## config.mk

```make
export PLATFORM = sky130hd
export DESIGN_NAME = l1d_miss_top
export DESIGN_NICKNAME = d
export VERILOG_FILES = /design/src/rtl/l1d_miss_pkg.sv /design/src/rtl/l1d_miss_port_if.sv /design/src/rtl/l2_req_if.sv /design/src/rtl/l1d_load_requester.sv /design/src/rtl/l1d_evict_buffer.sv /design/src/rtl/l2_req_arbiter.sv /design/src/rtl/l1d_miss_top.sv
export SDC_FILE = /design/constraint.sdc
export NUM_CORES = 1
export LEC_CHECK = 0
export BUFFER_PORTS_ARGS = -buffer_cell sky130_fd_sc_hd__buf_2
export CORE_ASPECT_RATIO = 1.1
export CORE_MARGIN = 1.5
export CORE_UTILIZATION = 58
export DETAILED_ROUTE_END_ITERATION = 8
export PLACE_DENSITY_LB_ADDON = 0.3
export SYNTH_ARGS = -nofsm -noshare
export SYNTH_HDL_FRONTEND = slang
export SYNTH_SLANG_ARGS = --single-unit
export TNS_END_PERCENT = 100
```

## constraint.sdc

```tcl
create_clock -name i_clk -period 32.6 [get_ports i_clk]
set_input_delay 1.63 -clock i_clk [delete_from_list [all_inputs] [get_ports i_clk]]
set_output_delay 1.63 -clock i_clk [all_outputs]
set_load 0.005 [all_outputs]
```

## src/rtl/l1d_miss_pkg.sv

```systemverilog
`default_nettype none

package l1d_miss_pkg;

  // ----------------------------------------------------------------------
  // Address and line geometry
  // ----------------------------------------------------------------------
  localparam int PADDR_W     = 32;
  localparam int LINE_BYTES  = 16;
  localparam int LINE_OFS_W  = $clog2(LINE_BYTES);
  localparam int LINE_ADDR_W = PADDR_W - LINE_OFS_W;

  // Writeback payload, one full line
  localparam int LINE_DATA_W = 128;

  // ----------------------------------------------------------------------
  // Queue sizes
  // ----------------------------------------------------------------------
  localparam int LSU_PORT_NUM = 2;

  localparam int LRQ_ENTRIES = 4;
  localparam int LRQ_IDX_W   = $clog2(LRQ_ENTRIES);

  localparam int EVB_ENTRIES = 2;
  localparam int EVB_IDX_W   = $clog2(EVB_ENTRIES);

  // L2 tag is {source, entry index}, index zero-extended
  localparam int L2_TAG_W = 4;

  // ----------------------------------------------------------------------
  // L2 request encodings
  // ----------------------------------------------------------------------
  typedef enum logic {
    CMD_READ  = 1'b0,
    CMD_WRITE = 1'b1
  } l2_cmd_e;

  // Top bit of the L2 tag
  typedef enum logic {
    SRC_LOAD  = 1'b0,
    SRC_EVICT = 1'b1
  } l2_src_e;

  // ----------------------------------------------------------------------
  // Miss queue entry
  // ----------------------------------------------------------------------
  // sent is set once the read has left on the L2 bus;
  // valid stays up until the refill comes back
  typedef struct packed {
    logic                   valid;
    logic                   sent;
    logic [LINE_ADDR_W-1:0] line;
  } lrq_entry_t;

endpackage

`default_nettype wire

```

## src/rtl/l1d_miss_port_if.sv

```systemverilog
`timescale 1ns/100ps
`default_nettype none

interface l1d_miss_port_if
  import l1d_miss_pkg::*;
();

  // Miss report from the pipeline
  logic                   valid;
  logic [PADDR_W-1:0]     paddr;

  // Same-cycle reply from the queue
  logic                   full;
  logic                   conflict;
  logic [LRQ_ENTRIES-1:0] hit_index_oh;

  modport requester (
    output valid,
    output paddr,
    input  full,
    input  conflict,
    input  hit_index_oh
  );

  modport queue (
    input  valid,
    input  paddr,
    output full,
    output conflict,
    output hit_index_oh
  );

endinterface

`default_nettype wire

```

## src/rtl/l2_req_if.sv

```systemverilog
`timescale 1ns/100ps
`default_nettype none

interface l2_req_if
  import l1d_miss_pkg::*;
();

  logic                   valid;
  logic                   ready;
  l2_cmd_e                cmd;
  logic [PADDR_W-1:0]     addr;
  logic [L2_TAG_W-1:0]    tag;
  logic [LINE_DATA_W-1:0] data;

  // Payload holds while valid is up and ready is low
  modport requester (
    output valid,
    input  ready,
    output cmd,
    output addr,
    output tag,
    output data
  );

  modport arbiter (
    input  valid,
    output ready,
    input  cmd,
    input  addr,
    input  tag,
    input  data
  );

endinterface

`default_nettype wire

```

## src/rtl/l1d_load_requester.sv

```systemverilog
`timescale 1ns/100ps
`default_nettype none

module l1d_load_requester
  import l1d_miss_pkg::*;
(
  input  logic                   i_clk,
  input  logic                   i_reset_n,
  l1d_miss_port_if.queue         ld_port [LSU_PORT_NUM],
  l1d_miss_port_if.queue         stq_port,
  l2_req_if.requester            l2_req,
  input  logic                   i_resp_valid,
  input  logic [L2_TAG_W-1:0]    i_resp_tag,
  output logic                   o_resolve_valid,
  output logic [LRQ_ENTRIES-1:0] o_resolve_index_oh
);

  lrq_entry_t              r_entries [LRQ_ENTRIES];
  logic [LRQ_IDX_W-1:0]    r_wr_ptr;
  logic [LRQ_IDX_W-1:0]    r_rd_ptr;
  logic [LRQ_ENTRIES-1:0]  w_valid_vec;

  logic [LINE_ADDR_W-1:0]  w_ld_line [LSU_PORT_NUM];
  logic [LRQ_ENTRIES-1:0]  w_ld_hit [LSU_PORT_NUM];
  logic [LSU_PORT_NUM-1:0] w_port_hit;
  logic [LSU_PORT_NUM-1:0] w_ld_req;
  logic [LSU_PORT_NUM-1:0] w_ld_alloc;
  logic [LRQ_IDX_W-1:0]    w_ld_tgt [LSU_PORT_NUM];
  logic [LRQ_IDX_W-1:0]    w_ld_cnt;

  logic [LINE_ADDR_W-1:0]  w_stq_line;
  logic [LRQ_ENTRIES-1:0]  w_stq_hit;
  logic                    w_stq_alloc;

  logic [LRQ_ENTRIES-1:0]  w_wr_en;
  logic [LINE_ADDR_W-1:0]  w_wr_line [LRQ_ENTRIES];

  logic                    w_issue;
  logic                    w_release;
  logic [LRQ_IDX_W-1:0]    w_rel_idx;

  for (genvar b = 0; b < LRQ_ENTRIES; b++) begin : g_vld
    assign w_valid_vec[b] = r_entries[b].valid;
  end

  // ----------------------------------------------------------------------
  // Load ports: compare against entries and lower-numbered ports
  // ----------------------------------------------------------------------
  for (genvar p = 0; p < LSU_PORT_NUM; p++) begin : g_port
    logic [LSU_PORT_NUM-1:0] w_same_line;

    assign w_ld_line[p] = ld_port[p].paddr[PADDR_W-1:LINE_OFS_W];

    for (genvar b = 0; b < LRQ_ENTRIES; b++) begin : g_ent
      assign w_ld_hit[p][b] = ld_port[p].valid & r_entries[b].valid &
                              (r_entries[b].line == w_ld_line[p]);
    end

    for (genvar q = 0; q < LSU_PORT_NUM; q++) begin : g_lower
      if (q < p) begin : g_cmp
        assign w_same_line[q] = ld_port[q].valid & (w_ld_line[q] == w_ld_line[p]);
      end else begin : g_none
        assign w_same_line[q] = 1'b0;
      end
    end

    // A line already reported by a lower port is dropped without a flag
    assign w_port_hit[p] = ld_port[p].valid & (|w_same_line);
    assign w_ld_req[p]   = ld_port[p].valid & ~(|w_ld_hit[p]) & ~w_port_hit[p];

    assign ld_port[p].conflict     = |w_ld_hit[p];
    assign ld_port[p].hit_index_oh = w_ld_hit[p];
    // Full when the slot this port would take is still busy
    assign ld_port[p].full         = w_valid_vec[w_ld_tgt[p]] & ~w_port_hit[p];
  end

  // Slots are handed out from the write pointer in port order
  always_comb begin
    w_ld_cnt = '0;
    for (int p = 0; p < LSU_PORT_NUM; p++) begin
      w_ld_tgt[p]   = r_wr_ptr + w_ld_cnt;
      w_ld_alloc[p] = w_ld_req[p] & ~w_valid_vec[w_ld_tgt[p]];
      w_ld_cnt      = w_ld_cnt + LRQ_IDX_W'(w_ld_alloc[p]);
    end
  end

  // ----------------------------------------------------------------------
  // Store-queue port, lowest priority
  // ----------------------------------------------------------------------
  assign w_stq_line = stq_port.paddr[PADDR_W-1:LINE_OFS_W];

  for (genvar b = 0; b < LRQ_ENTRIES; b++) begin : g_stq_ent
    assign w_stq_hit[b] = stq_port.valid & r_entries[b].valid &
                          (r_entries[b].line == w_stq_line);
  end

  assign stq_port.conflict     = |w_stq_hit;
  assign stq_port.hit_index_oh = w_stq_hit;
  assign stq_port.full         = w_valid_vec[r_wr_ptr];

  assign w_stq_alloc = stq_port.valid & ~(|w_stq_hit) & ~w_valid_vec[r_wr_ptr] &
                       ~(|w_ld_alloc);

  always_comb begin
    w_wr_en = '0;
    for (int b = 0; b < LRQ_ENTRIES; b++) begin
      w_wr_line[b] = w_stq_line;
    end
    if (w_stq_alloc) begin
      w_wr_en[r_wr_ptr] = 1'b1;
    end
    for (int p = 0; p < LSU_PORT_NUM; p++) begin
      if (w_ld_alloc[p]) begin
        w_wr_en[w_ld_tgt[p]]   = 1'b1;
        w_wr_line[w_ld_tgt[p]] = w_ld_line[p];
      end
    end
  end

  // ----------------------------------------------------------------------
  // In-order read issue and refill release
  // ----------------------------------------------------------------------
  assign l2_req.valid = r_entries[r_rd_ptr].valid & ~r_entries[r_rd_ptr].sent;
  assign l2_req.cmd   = CMD_READ;
  assign l2_req.addr  = {r_entries[r_rd_ptr].line, {LINE_OFS_W{1'b0}}};
  assign l2_req.tag   = {SRC_LOAD, (L2_TAG_W-1)'(r_rd_ptr)};
  assign l2_req.data  = '0;

  assign w_issue   = l2_req.valid & l2_req.ready;
  assign w_release = i_resp_valid & (i_resp_tag[L2_TAG_W-1] == SRC_LOAD);
  assign w_rel_idx = i_resp_tag[LRQ_IDX_W-1:0];

  always_ff @(posedge i_clk, posedge i_reset_n) begin
    if (i_reset_n) begin
      for (int b = 0; b < LRQ_ENTRIES; b++) begin
        r_entries[b] <= '0;
      end
      r_wr_ptr <= '0;
      r_rd_ptr <= '0;
    end else begin
      for (int b = 0; b < LRQ_ENTRIES; b++) begin
        if (w_wr_en[b]) begin
          r_entries[b].valid <= 1'b1;
          r_entries[b].sent  <= 1'b0;
          r_entries[b].line  <= w_wr_line[b];
        end else begin
          if (w_issue && (r_rd_ptr == LRQ_IDX_W'(b))) begin
            r_entries[b].sent <= 1'b1;
          end
          if (w_release && (w_rel_idx == LRQ_IDX_W'(b))) begin
            r_entries[b].valid <= 1'b0;
          end
        end
      end
      r_wr_ptr <= r_wr_ptr + w_ld_cnt + LRQ_IDX_W'(w_stq_alloc);
      if (w_issue) begin
        r_rd_ptr <= r_rd_ptr + 1'b1;
      end
    end
  end

  // Resolve notice to the load queue, one cycle after the refill
  always_ff @(posedge i_clk, posedge i_reset_n) begin
    if (i_reset_n) begin
      o_resolve_valid    <= 1'b0;
      o_resolve_index_oh <= '0;
    end else begin
      o_resolve_valid    <= w_release;
      o_resolve_index_oh <= w_release ? (LRQ_ENTRIES'(1) << w_rel_idx) : '0;
    end
  end

endmodule

`default_nettype wire

```

## src/rtl/l1d_evict_buffer.sv

```systemverilog
`timescale 1ns/100ps
`default_nettype none

module l1d_evict_buffer
  import l1d_miss_pkg::*;
(
  input  logic                   i_clk,
  input  logic                   i_reset_n,
  input  logic                   i_evict_valid,
  input  logic [PADDR_W-1:0]     i_evict_paddr,
  input  logic [LINE_DATA_W-1:0] i_evict_data,
  output logic                   o_evict_ready,
  l2_req_if.requester            l2_req
);

  logic [EVB_ENTRIES-1:0] r_vld;
  logic [EVB_IDX_W-1:0]   r_wr_ptr;
  logic [EVB_IDX_W-1:0]   r_rd_ptr;
  logic [LINE_ADDR_W-1:0] r_line [EVB_ENTRIES];
  logic [LINE_DATA_W-1:0] r_data [EVB_ENTRIES];

  logic                   w_accept;
  logic                   w_sent;

  // Accept while the slot under the write pointer is free
  assign o_evict_ready = ~r_vld[r_wr_ptr];
  assign w_accept      = i_evict_valid & o_evict_ready;

  // ----------------------------------------------------------------------
  // Write requests from the oldest slot
  // ----------------------------------------------------------------------
  assign l2_req.valid = r_vld[r_rd_ptr];
  assign l2_req.cmd   = CMD_WRITE;
  assign l2_req.addr  = {r_line[r_rd_ptr], {LINE_OFS_W{1'b0}}};
  assign l2_req.tag   = {SRC_EVICT, (L2_TAG_W-1)'(r_rd_ptr)};
  assign l2_req.data  = r_data[r_rd_ptr];

  // No response for writes, the slot is free on transfer
  assign w_sent = l2_req.valid & l2_req.ready;

  always_ff @(posedge i_clk, posedge i_reset_n) begin
    if (i_reset_n) begin
      r_vld    <= '0;
      r_wr_ptr <= '0;
      r_rd_ptr <= '0;
    end else begin
      if (w_accept) begin
        r_vld[r_wr_ptr] <= 1'b1;
        r_wr_ptr        <= r_wr_ptr + 1'b1;
      end
      if (w_sent) begin
        r_vld[r_rd_ptr] <= 1'b0;
        r_rd_ptr        <= r_rd_ptr + 1'b1;
      end
    end
  end

  // Slot payload
  always_ff @(posedge i_clk) begin
    if (w_accept) begin
      r_line[r_wr_ptr] <= i_evict_paddr[PADDR_W-1:LINE_OFS_W];
      r_data[r_wr_ptr] <= i_evict_data;
    end
  end

endmodule

`default_nettype wire

```

## src/rtl/l2_req_arbiter.sv

```systemverilog
`timescale 1ns/100ps
`default_nettype none

module l2_req_arbiter
  import l1d_miss_pkg::*;
(
  input  logic                   i_clk,
  input  logic                   i_reset_n,
  l2_req_if.arbiter              ld_req,
  l2_req_if.arbiter              ev_req,
  output logic                   o_req_valid,
  input  logic                   i_req_ready,
  output l2_cmd_e                o_req_cmd,
  output logic [PADDR_W-1:0]     o_req_addr,
  output logic [L2_TAG_W-1:0]    o_req_tag,
  output logic [LINE_DATA_W-1:0] o_req_data
);

  logic r_last_ev;
  logic r_hold;
  logic r_hold_ev;
  logic w_pick_ev;

  // A stalled grant stays put, otherwise round-robin on a tie
  always_comb begin
    if (r_hold) begin
      w_pick_ev = r_hold_ev;
    end else if (ld_req.valid && ev_req.valid) begin
      w_pick_ev = ~r_last_ev;
    end else begin
      w_pick_ev = ev_req.valid;
    end
  end

  assign o_req_valid = w_pick_ev ? ev_req.valid : ld_req.valid;
  assign o_req_cmd   = w_pick_ev ? ev_req.cmd   : ld_req.cmd;
  assign o_req_addr  = w_pick_ev ? ev_req.addr  : ld_req.addr;
  assign o_req_tag   = w_pick_ev ? ev_req.tag   : ld_req.tag;
  assign o_req_data  = w_pick_ev ? ev_req.data  : ld_req.data;

  assign ld_req.ready = ~w_pick_ev & i_req_ready;
  assign ev_req.ready = w_pick_ev & i_req_ready;

  // Last grant starts on evict so the load side wins the first tie
  always_ff @(posedge i_clk, posedge i_reset_n) begin
    if (i_reset_n) begin
      r_last_ev <= 1'b1;
      r_hold    <= 1'b0;
      r_hold_ev <= 1'b0;
    end else begin
      if (o_req_valid && i_req_ready) begin
        r_last_ev <= w_pick_ev;
      end
      r_hold    <= o_req_valid & ~i_req_ready;
      r_hold_ev <= w_pick_ev;
    end
  end

endmodule

`default_nettype wire

```

## src/rtl/l1d_miss_top.sv

```systemverilog
`timescale 1ns/100ps
`default_nettype none

module l1d_miss_top
  import l1d_miss_pkg::*;
(
  input  logic                    i_clk,
  input  logic                    i_reset_n,

  input  logic [LSU_PORT_NUM-1:0] i_ld_valid,
  input  logic [PADDR_W-1:0]      i_ld_paddr [LSU_PORT_NUM],
  output logic [LSU_PORT_NUM-1:0] o_ld_full,
  output logic [LSU_PORT_NUM-1:0] o_ld_conflict,
  output logic [LRQ_ENTRIES-1:0]  o_ld_index_oh [LSU_PORT_NUM],

  input  logic                    i_stq_valid,
  input  logic [PADDR_W-1:0]      i_stq_paddr,
  output logic                    o_stq_full,
  output logic                    o_stq_conflict,

  input  logic                    i_evict_valid,
  input  logic [PADDR_W-1:0]      i_evict_paddr,
  input  logic [LINE_DATA_W-1:0]  i_evict_data,
  output logic                    o_evict_ready,

  output logic                    o_l2_req_valid,
  input  logic                    i_l2_req_ready,
  output l2_cmd_e                 o_l2_req_cmd,
  output logic [PADDR_W-1:0]      o_l2_req_addr,
  output logic [L2_TAG_W-1:0]     o_l2_req_tag,
  output logic [LINE_DATA_W-1:0]  o_l2_req_data,

  input  logic                    i_l2_resp_valid,
  input  logic [L2_TAG_W-1:0]     i_l2_resp_tag,

  output logic                    o_resolve_valid,
  output logic [LRQ_ENTRIES-1:0]  o_resolve_index_oh
);

  l1d_miss_port_if ld_if [LSU_PORT_NUM] ();
  l1d_miss_port_if stq_if ();
  l2_req_if        ld_req_if ();
  l2_req_if        ev_req_if ();

  // ----------------------------------------------------------------------
  // Miss port mapping
  // ----------------------------------------------------------------------
  for (genvar p = 0; p < LSU_PORT_NUM; p++) begin : g_ld_map
    assign ld_if[p].valid   = i_ld_valid[p];
    assign ld_if[p].paddr   = i_ld_paddr[p];
    assign o_ld_full[p]     = ld_if[p].full;
    assign o_ld_conflict[p] = ld_if[p].conflict;
    assign o_ld_index_oh[p] = ld_if[p].hit_index_oh;
  end

  assign stq_if.valid   = i_stq_valid;
  assign stq_if.paddr   = i_stq_paddr;
  assign o_stq_full     = stq_if.full;
  assign o_stq_conflict = stq_if.conflict;

  l1d_load_requester u_load_requester (
    .i_clk              (i_clk),
    .i_reset_n          (i_reset_n),
    .ld_port            (ld_if),
    .stq_port           (stq_if),
    .l2_req             (ld_req_if),
    .i_resp_valid       (i_l2_resp_valid),
    .i_resp_tag         (i_l2_resp_tag),
    .o_resolve_valid    (o_resolve_valid),
    .o_resolve_index_oh (o_resolve_index_oh)
  );

  l1d_evict_buffer u_evict_buffer (
    .i_clk         (i_clk),
    .i_reset_n     (i_reset_n),
    .i_evict_valid (i_evict_valid),
    .i_evict_paddr (i_evict_paddr),
    .i_evict_data  (i_evict_data),
    .o_evict_ready (o_evict_ready),
    .l2_req        (ev_req_if)
  );

  l2_req_arbiter u_arbiter (
    .i_clk       (i_clk),
    .i_reset_n   (i_reset_n),
    .ld_req      (ld_req_if),
    .ev_req      (ev_req_if),
    .o_req_valid (o_l2_req_valid),
    .i_req_ready (i_l2_req_ready),
    .o_req_cmd   (o_l2_req_cmd),
    .o_req_addr  (o_l2_req_addr),
    .o_req_tag   (o_l2_req_tag),
    .o_req_data  (o_l2_req_data)
  );

endmodule

`default_nettype wire

```

Word level (Yosys, flattened, before mapping) --
Memory sizes are Yosys's and may differ from the RTL's. Index checks and enable logic that the tools add are counted.
Storage, ports and cells: flip-flop bits (word level) 136, latch bits 0, RAM bits 312, ROM bits 0, bits of input ports 268, word-level logic and storage cells 212, memories kept 2
Cells by class: $add $sub $neg 7, $mul 0, divide/modulo/power cells 0, $lt $le $gt $ge 13, equal/unequal tests 19, shift operators 1, mux-type cells 54, bitwise gates (word level) 64, reductions and logical operators 30
Memories:
- u_evict_buffer.r_data | words 2, width 128, rd ports 1, clocked after Yosys merged registers in 0, wr ports 1, RTL line l1d_evict_buffer.sv:20 | logic [LINE_DATA_W-1:0] r_data [EVB_ENTRIES];
- u_evict_buffer.r_line | words 2, width 28, rd ports 1, clocked after Yosys merged registers in 0, wr ports 1, RTL line l1d_evict_buffer.sv:19 | logic [LINE_ADDR_W-1:0] r_line [EVB_ENTRIES];
Operators with widths (number):
- 28-bit == test | 13
- 112-bit bitwise mux | 2
- 112-bit two-way mux | 2
- 128-bit two-way mux | 1
- 28-bit demux with 2-bit select | 2
- 30-bit binary-select mux with 2-bit select | 1
- 30-bit two-way mux | 2
- 28-bit two-way mux | 2
- 1-bit bitwise AND | 43
- 32-bit two-way mux | 1
- 1-bit two-way mux | 24
- 4-bit two-way mux | 5
- 1-bit logical AND | 16
- 2-bit nonzero test | 8
- 1-bit inverter | 13
- 2-bit two-way mux | 6
- 4-bit OR reduction | 3
- 3-bit >= comparator, second input constant | 3
- 2-bit inverter with 3-bit output | 3
- 2-bit == test, second input constant | 4
- 4-bit bitwise OR | 2
- 2-bit by 3-bit less-than comparator with 1-bit output, second input constant | 2
- 3-bit by 1-bit less-than comparator with 1-bit output, second input constant | 2
- 2-bit by 1-bit adder with 2-bit output | 2
- 17 further kinds | 26

Longest topological paths before layout --
word-level depth 20, mapped depth 20, depth with buffers taken out 18

Modules after synthesis --
A second synthesis with hierarchy kept.
Second synthesis, totals: cells, all modules 2512, area, all modules 29693.5 um^2
Modules (own cells, without submodules):
- l1d_load_requester | instances 1, cells each 1794, area an instance 15578.7 um^2, seq. area each 3228.1 um^2
- l1d_evict_buffer | instances 1, cells each 515, area an instance 11876.4 um^2, seq. area each 9469.1 um^2
- l2_req_arbiter | instances 1, cells each 199, area an instance 2208.4 um^2, seq. area each 76.3 um^2
- l1d_miss_top | instances 1, cells each 4, area an instance 30.0 um^2, seq. area each 0.0 um^2

Worst setup path before layout --
Ideal clock, no wire load.
kind input to register, from input port i_evict_valid, to memory u_evict_buffer.r_data[0][0], enable pin, arrival time 12846 ps, required time 31702 ps, path slack 18856 ps, cell stages on the path 1, path buffers 0, cells stage by stage nor3b_1
On the way: longest elaborated chain between the ends 3
RTL lines:
- from (decl) | RTL line l1d_miss_top.sv:21 | input logic i_evict_valid,
- 1-bit bitwise AND | RTL line l1d_evict_buffer.sv:27 | assign w_accept = i_evict_valid & o_evict_ready;
- 1-bit two-way mux | RTL line l1d_evict_buffer.sv:60 | if (w_accept) begin
- 1-bit two-way mux (not written as such) | RTL line l1d_evict_buffer.sv:62 | r_data[r_wr_ptr] <= i_evict_data;
- to (decl) | RTL line l1d_evict_buffer.sv:20
No other way between the ends.

Final worst setup path --
from input port i_ld_paddr[62] (netlist name), to output port o_ld_full[1]
On the way: longest elaborated chain between the ends 10, elaborated cells on any way between the ends 20
RTL lines:
- from (decl) | RTL line l1d_miss_top.sv:11 | input logic [PADDR_W-1:0] i_ld_paddr [LSU_PORT_NUM],
- 28-bit == test | RTL line l1d_load_requester.sv:56 | (r_entries[b].line == w_ld_line[p]);
- 1-bit bitwise AND | RTL line l1d_load_requester.sv:55 | assign w_ld_hit[p][b] = ld_port[p].valid & r_entries[b].valid &
- 4-bit OR reduction | RTL line l1d_load_requester.sv:69 | assign w_ld_req[p] = ld_port[p].valid & ~(|w_ld_hit[p]) & ~w_port_hit[p];
- 1-bit inverter | RTL line l1d_load_requester.sv:69
- 1-bit bitwise AND | RTL line l1d_load_requester.sv:69
- 1-bit bitwise AND | RTL line l1d_load_requester.sv:82 | w_ld_alloc[p] = w_ld_req[p] & ~w_valid_vec[w_ld_tgt[p]];
- 2-bit by 1-bit adder with 2-bit output | RTL line l1d_load_requester.sv:81 | w_ld_tgt[p] = r_wr_ptr + w_ld_cnt;
- 1-bit binary-select mux with 2-bit select | RTL line l1d_load_requester.sv:74 | assign ld_port[p].full = w_valid_vec[w_ld_tgt[p]] & ~w_port_hit[p];
- 1-bit two-way mux (not written as such) | RTL line l1d_load_requester.sv:74
- 1-bit bitwise AND (*) | RTL line l1d_load_requester.sv:74
- to (decl) | RTL line l1d_miss_top.sv:12 | output logic [LSU_PORT_NUM-1:0] o_ld_full,
Mark *: on every way between the ends. The rest lies on a longest branch, timed or not. The select of a mux whose other input is x is not followed.

==> impl_table.tex <==
\begin{tabular}{lr}
\hline
Metric & Value \\
\hline
\multicolumn{2}{l}{\textbf{Route}} \\
Drt total wl & slightly below 100000 microns \\
Initial DRC count & around 2500 \\
Vias per std cell & between 6 and 7 \\
WL per Instance & 30.84 microns \\
DRC viols & 0 \\
Total number of vias & $\sim$21000 \\
Total iterations of the first detailed-routing run & 5 \\
Remaining antenna violation count & 0 \\
\multicolumn{2}{l}{\textbf{Timing}} \\
Number of pins exceeding their max-slew limit in the final report & 0 \\
FMAX & between 0.1 and 0.15 GHz \\
Total negative setup slack & 0 ns \\
Total setup violations reported at the end of the flow & 0 \\
Worst path setup slack after routing & between 20 and 30 ns \\
Final Cycle Share & a little under a quarter \\
Minimum clock period & about 7.6 ns \\
Max-slew headroom at the worst pin & 5.622\% \\
Count of endpoints failing hold in the final timing report & 0 \\
Measured slew at the worst slew-check pin & 1.403 ns \\
Layout Skew & 0.01485 ns \\
Setup repair after global routing missed its margin & no \\
\multicolumn{2}{l}{\textbf{Place}} \\
Placed inst area & roughly 28000 sq um \\
Detailed-placement wirelength estimate & 67500 microns \\
Worst slack at placement & 24.86 ns \\
Final weighted congestion in routability-driven placement & between 1 and 1.5 \\
Port-buffer cells & 431 \\
Number of cells in the design after placement & around 3100 \\
\multicolumn{2}{l}{\textbf{Floorplanning}} \\
Total Die Area & approximately 45000 sq um \\
Die W & roughly 200 microns \\
Overall die height & roughly 220 microns \\
Floorplan core area & approximately 43000 sq um \\
Initial Util & 58.74\% \\
Number of placement rows & 80 \\
I/O pin count & 454 \\
\multicolumn{2}{l}{\textbf{Hold path}} \\
End point of the most critical hold path & u\_arbiter.r\_last\_ev\$\_DFFE\_PP1P\_ \\
Launch point of the worst hold path & u\_arbiter.r\_last\_ev\$\_DFFE\_PP1P\_ \\
HP Class & register to register \\
Hold Path Depth & 2 \\
\multicolumn{2}{l}{\textbf{Flow run}} \\
Max cap viols & 0 \\
\multicolumn{2}{l}{\textbf{Layout}} \\
Design Area, Final & around 29000 sq um \\
Most common cell after layout, fill and taps aside & sky130\_fd\_sc\_hd\_\_buf\_2 \\
Most used cells in the layout excluding fill and tap cells & sky130\_fd\_sc\_hd\_\_buf\_2, sky130\_fd\_sc\_hd\_\_edfxtp\_1, sky130\_fd\_sc\_hd\_\_xor2\_1, sky130\_fd\_sc\_hd\_\_mux2i\_1, sky130\_fd\_sc\_hd\_\_nor2\_1 \\
Number of nets in the finished design & 2816 \\
Count of placed standard cells in the final layout, fillers left out & 3154 \\
Area growth, synth to finish & 14.54\% \\
Fraction of layout instances using a drive strength above 1 & 25.20\% \\
Number of fill cells in the layout & around 3300 \\
\multicolumn{2}{l}{\textbf{GRT}} \\
GR met2 Demand/Resource & between 60\% and 70\% \\
Layer with the highest usage after global routing & met2 \\
Pin count of the biggest net entering global routing & between 150 and 200 \\
Initial antenna violation count & 17 \\
Vias in the first global route & a little over 20000 \\
First-pass GRT wire length & 138600 microns \\
Met1 global-route usage & between 50\% and 60\% \\
Remaining global-route overflow & 0 \\
Combined global-route utilization of all metal layers & between 40\% and 50\% \\
Met3 usage & 13.12\% \\
\multicolumn{2}{l}{\textbf{Clock tree}} \\
Latest clock arrival within the worst-skew pair & 0.60 ns \\
Clk root buf & sky130\_fd\_sc\_hd\_\_clkbuf\_16 \\
Post-CTS Repair Setup Buffers & 0 \\
Inserted Clock Buffers & 46 \\
Total of hold buffers inserted after clock tree synthesis & 0 \\
Largest buffer count on any clock path & 3 \\
Clock transition at the registers of the reported paths & about 0.060 ns \\
CTS sink cnt & approximately 450 \\
H-tree depth & 2 \\
Clock tree from TritonCTS & done \\
Cells resized by post-CTS repair & 0 \\
\multicolumn{2}{l}{\textbf{Outcome}} \\
Result of the run & finished, final reports clean \\
\multicolumn{2}{l}{\textbf{Yosys}} \\
Number of enable flip-flop cells after synthesis & 312 \\
Instance count of the mapped netlist & between 2000 and 2500 \\
Number of warnings printed during yosys synthesis & 0 \\
Number of flip-flops and latches in the synthesized netlist & around 450 \\
Number of library cell types mapped by synthesis & 56 \\
Avg Synthesized Cell Area & around 11 sq um \\
Share of the yosys chip area belonging to registers & about 50\% \\
Commonest register cell after synthesis & sky130\_fd\_sc\_hd\_\_edfxtp\_1 \\
Post-synth ARST share & a little under a third \\
Cell area after synthesis & 25520 sq um \\
\multicolumn{2}{l}{\textbf{Power}} \\
Total leakage power & around 11 nW \\
Overall power consumption & 0.002867 W \\
Total power divided by cell area & between 90 and 100 nW/um\^{}2 \\
Max IR drop VDD & 92.79 uV \\
\multicolumn{2}{l}{\textbf{Setup path}} \\
Element type at the critical path end & output port \\
Reg-to-reg critical path startpoint & u\_load\_requester.r\_entries[56]\$\_DFFE\_PP0P\_ \\
Cell depth of the worst flop-to-flop path & 17 \\
Maximum fanout along the worst path & a little under 60 \\
Flop2flop setup slack & 26.06 ns \\
Worst EP arrival & around 6 ns \\
Capture instance of the worst register-to-register path & u\_load\_requester.r\_entries[16]\$\_DFFE\_PP0P\_ \\
Crit start category & primary input \\
Data required time at the worst endpoint & 30.97 ns \\
Startpoint-to-endpoint class of the critical path & primary input to output port \\
\hline
\end{tabular}
## stage by stage
stage	util (%)	hold WS, ns
3_5_place_dp	63.91	0.4908
4_1_cts	67.26	0.4989
2_1_floorplan	-	0.4578
5_1_grt	67.27	0.5256
3_3_place_gp	63.91	0.4705
6_report	67.28	0.4981
## power by group
group          switching [W]  internal (W)
combinational       0.000784      0.000543
sequential          0.000251      0.000771
clock               0.000232      0.000286
total                0.00127       0.00160
## worst max path at each step
| stage | endpoint | startpoint | depth (start not counted) |
|---|---|---|---|
| finish | o_ld_full[1] | i_ld_paddr[62] | 15 |
| global route | o_ld_full[1] | i_ld_paddr[62] | 15 |
| CTS | o_ld_full[1] | i_ld_paddr[62] | 15 |
| detailed placement | u_load_requester.r_entries[16]$_DFFE_PP0P_ | i_ld_paddr[62] | 18 |
| global placement | u_load_requester.r_entries[16]$_DFFE_PP0P_ | i_ld_paddr[62] | 18 |
| floorplan | u_evict_buffer.r_data[0][0]$_DFFE_PP_ | i_evict_valid | 1 |
## kinds of logic after synthesis
kind of cell | synth area share, %
AO/OA/AOI/OAI | 7.100
multiplexers | 14.93
buffers and inverters | 4.128
XOR/XNOR | 12.66
AND/OR/NAND/NOR | 10.74
flip-flops | 50.06
other | 0.01470
adder cells (fa/ha/maj) | 0.3726
## layer usage
metal / share of wire (%) / vias to the layer above
met5: 0.092 / -
met4: 7.7 / 16
met3: 11 / 401
met2: 46 / 1437
met1: 35 / 10030
li1: - / 8690
## cells in the mapped netlist (2+ instances only)
cell	n	share of area (%)
sky130_fd_sc_hd__a21oi_1	63	1.2
sky130_fd_sc_hd__a21oi_2	2	0.069
sky130_fd_sc_hd__a31oi_1	84	2.1
sky130_fd_sc_hd__a31oi_4	2	0.17
sky130_fd_sc_hd__and3_1	2	0.049
sky130_fd_sc_hd__and3b_1	2	0.069
sky130_fd_sc_hd__buf_1	5	0.074
sky130_fd_sc_hd__buf_2	47	0.92
sky130_fd_sc_hd__buf_4	17	0.50
sky130_fd_sc_hd__buf_6	7	0.31
sky130_fd_sc_hd__clkbuf_1	143	2.1
sky130_fd_sc_hd__dfrtp_1	135	13
sky130_fd_sc_hd__edfxtp_1	312	37
sky130_fd_sc_hd__ha_1	6	0.29
sky130_fd_sc_hd__inv_1	15	0.22
sky130_fd_sc_hd__mux2_1	53	2.3
sky130_fd_sc_hd__mux2_2	61	2.7
sky130_fd_sc_hd__mux2i_1	187	7.3
sky130_fd_sc_hd__mux4_2	29	2.6
sky130_fd_sc_hd__nand2_1	69	1.0
sky130_fd_sc_hd__nand2b_1	2	0.049
sky130_fd_sc_hd__nand3_1	38	0.75
sky130_fd_sc_hd__nand3b_1	2	0.059
sky130_fd_sc_hd__nand4_1	57	1.4
sky130_fd_sc_hd__nand4b_1	3	0.10
sky130_fd_sc_hd__nor2_1	183	2.7
sky130_fd_sc_hd__nor2b_1	60	1.5
sky130_fd_sc_hd__nor3_1	21	0.41
sky130_fd_sc_hd__nor3b_1	4	0.12
sky130_fd_sc_hd__nor4_1	71	1.7
sky130_fd_sc_hd__nor4_2	2	0.098
sky130_fd_sc_hd__o21ai_0	148	2.9
sky130_fd_sc_hd__o21bai_1	5	0.15
sky130_fd_sc_hd__o22ai_1	2	0.049
sky130_fd_sc_hd__o32ai_1	2	0.069
sky130_fd_sc_hd__or2_2	4	0.098
sky130_fd_sc_hd__or3_1	4	0.098
sky130_fd_sc_hd__or4_1	12	0.35
sky130_fd_sc_hd__xnor2_1	124	4.3
sky130_fd_sc_hd__xor2_1	245	8.4
## registers in the layout, summed over array words and instances, names as in the netlist
register                             cells
u_arbiter.r_hold                         1
u_arbiter.r_hold_ev                      1
u_arbiter.r_last_ev                      1
u_evict_buffer.r_data                  256
u_evict_buffer.r_line                   56
u_evict_buffer.r_rd_ptr                  1
u_evict_buffer.r_vld                     2
u_evict_buffer.r_wr_ptr                  1
u_load_requester.o_resolve_index_oh      4
u_load_requester.o_resolve_valid         1
u_load_requester.r_entries             120
u_load_requester.r_rd_ptr                2
u_load_requester.r_wr_ptr                2
## critical path, cell delays in order
cell	delay [ns]
sky130_fd_sc_hd__buf_2	0.20
sky130_fd_sc_hd__xnor2_1	0.34
sky130_fd_sc_hd__nand4_1	0.24
sky130_fd_sc_hd__or4_1	0.65
sky130_fd_sc_hd__o21ai_2	0.16
sky130_fd_sc_hd__buf_4	0.40
sky130_fd_sc_hd__or4_1	0.20
sky130_fd_sc_hd__buf_4	0.58
sky130_fd_sc_hd__nor2_1	0.16
sky130_fd_sc_hd__ha_1	0.26
sky130_fd_sc_hd__xor2_1	0.31
sky130_fd_sc_hd__mux2i_1	0.17
sky130_fd_sc_hd__mux2_2	0.33
sky130_fd_sc_hd__nor2_1	0.14
sky130_fd_sc_hd__buf_2	0.14
## final cells by class
class,count,area [sq um],area share [%]
diodes,5,12.51,0.04281
clock buffers,62,1241,4.246
clock inverters,20,214.0,0.7320
inverters,15,66.31,0.2269
multi-input cells,1568,11800,40.36
flip-flops and latches,448,12780,43.72
well taps,574,718.2,2.457
repair buffers,462,2402,8.219
No activity file was read; power rests on OpenSTA's default activity.
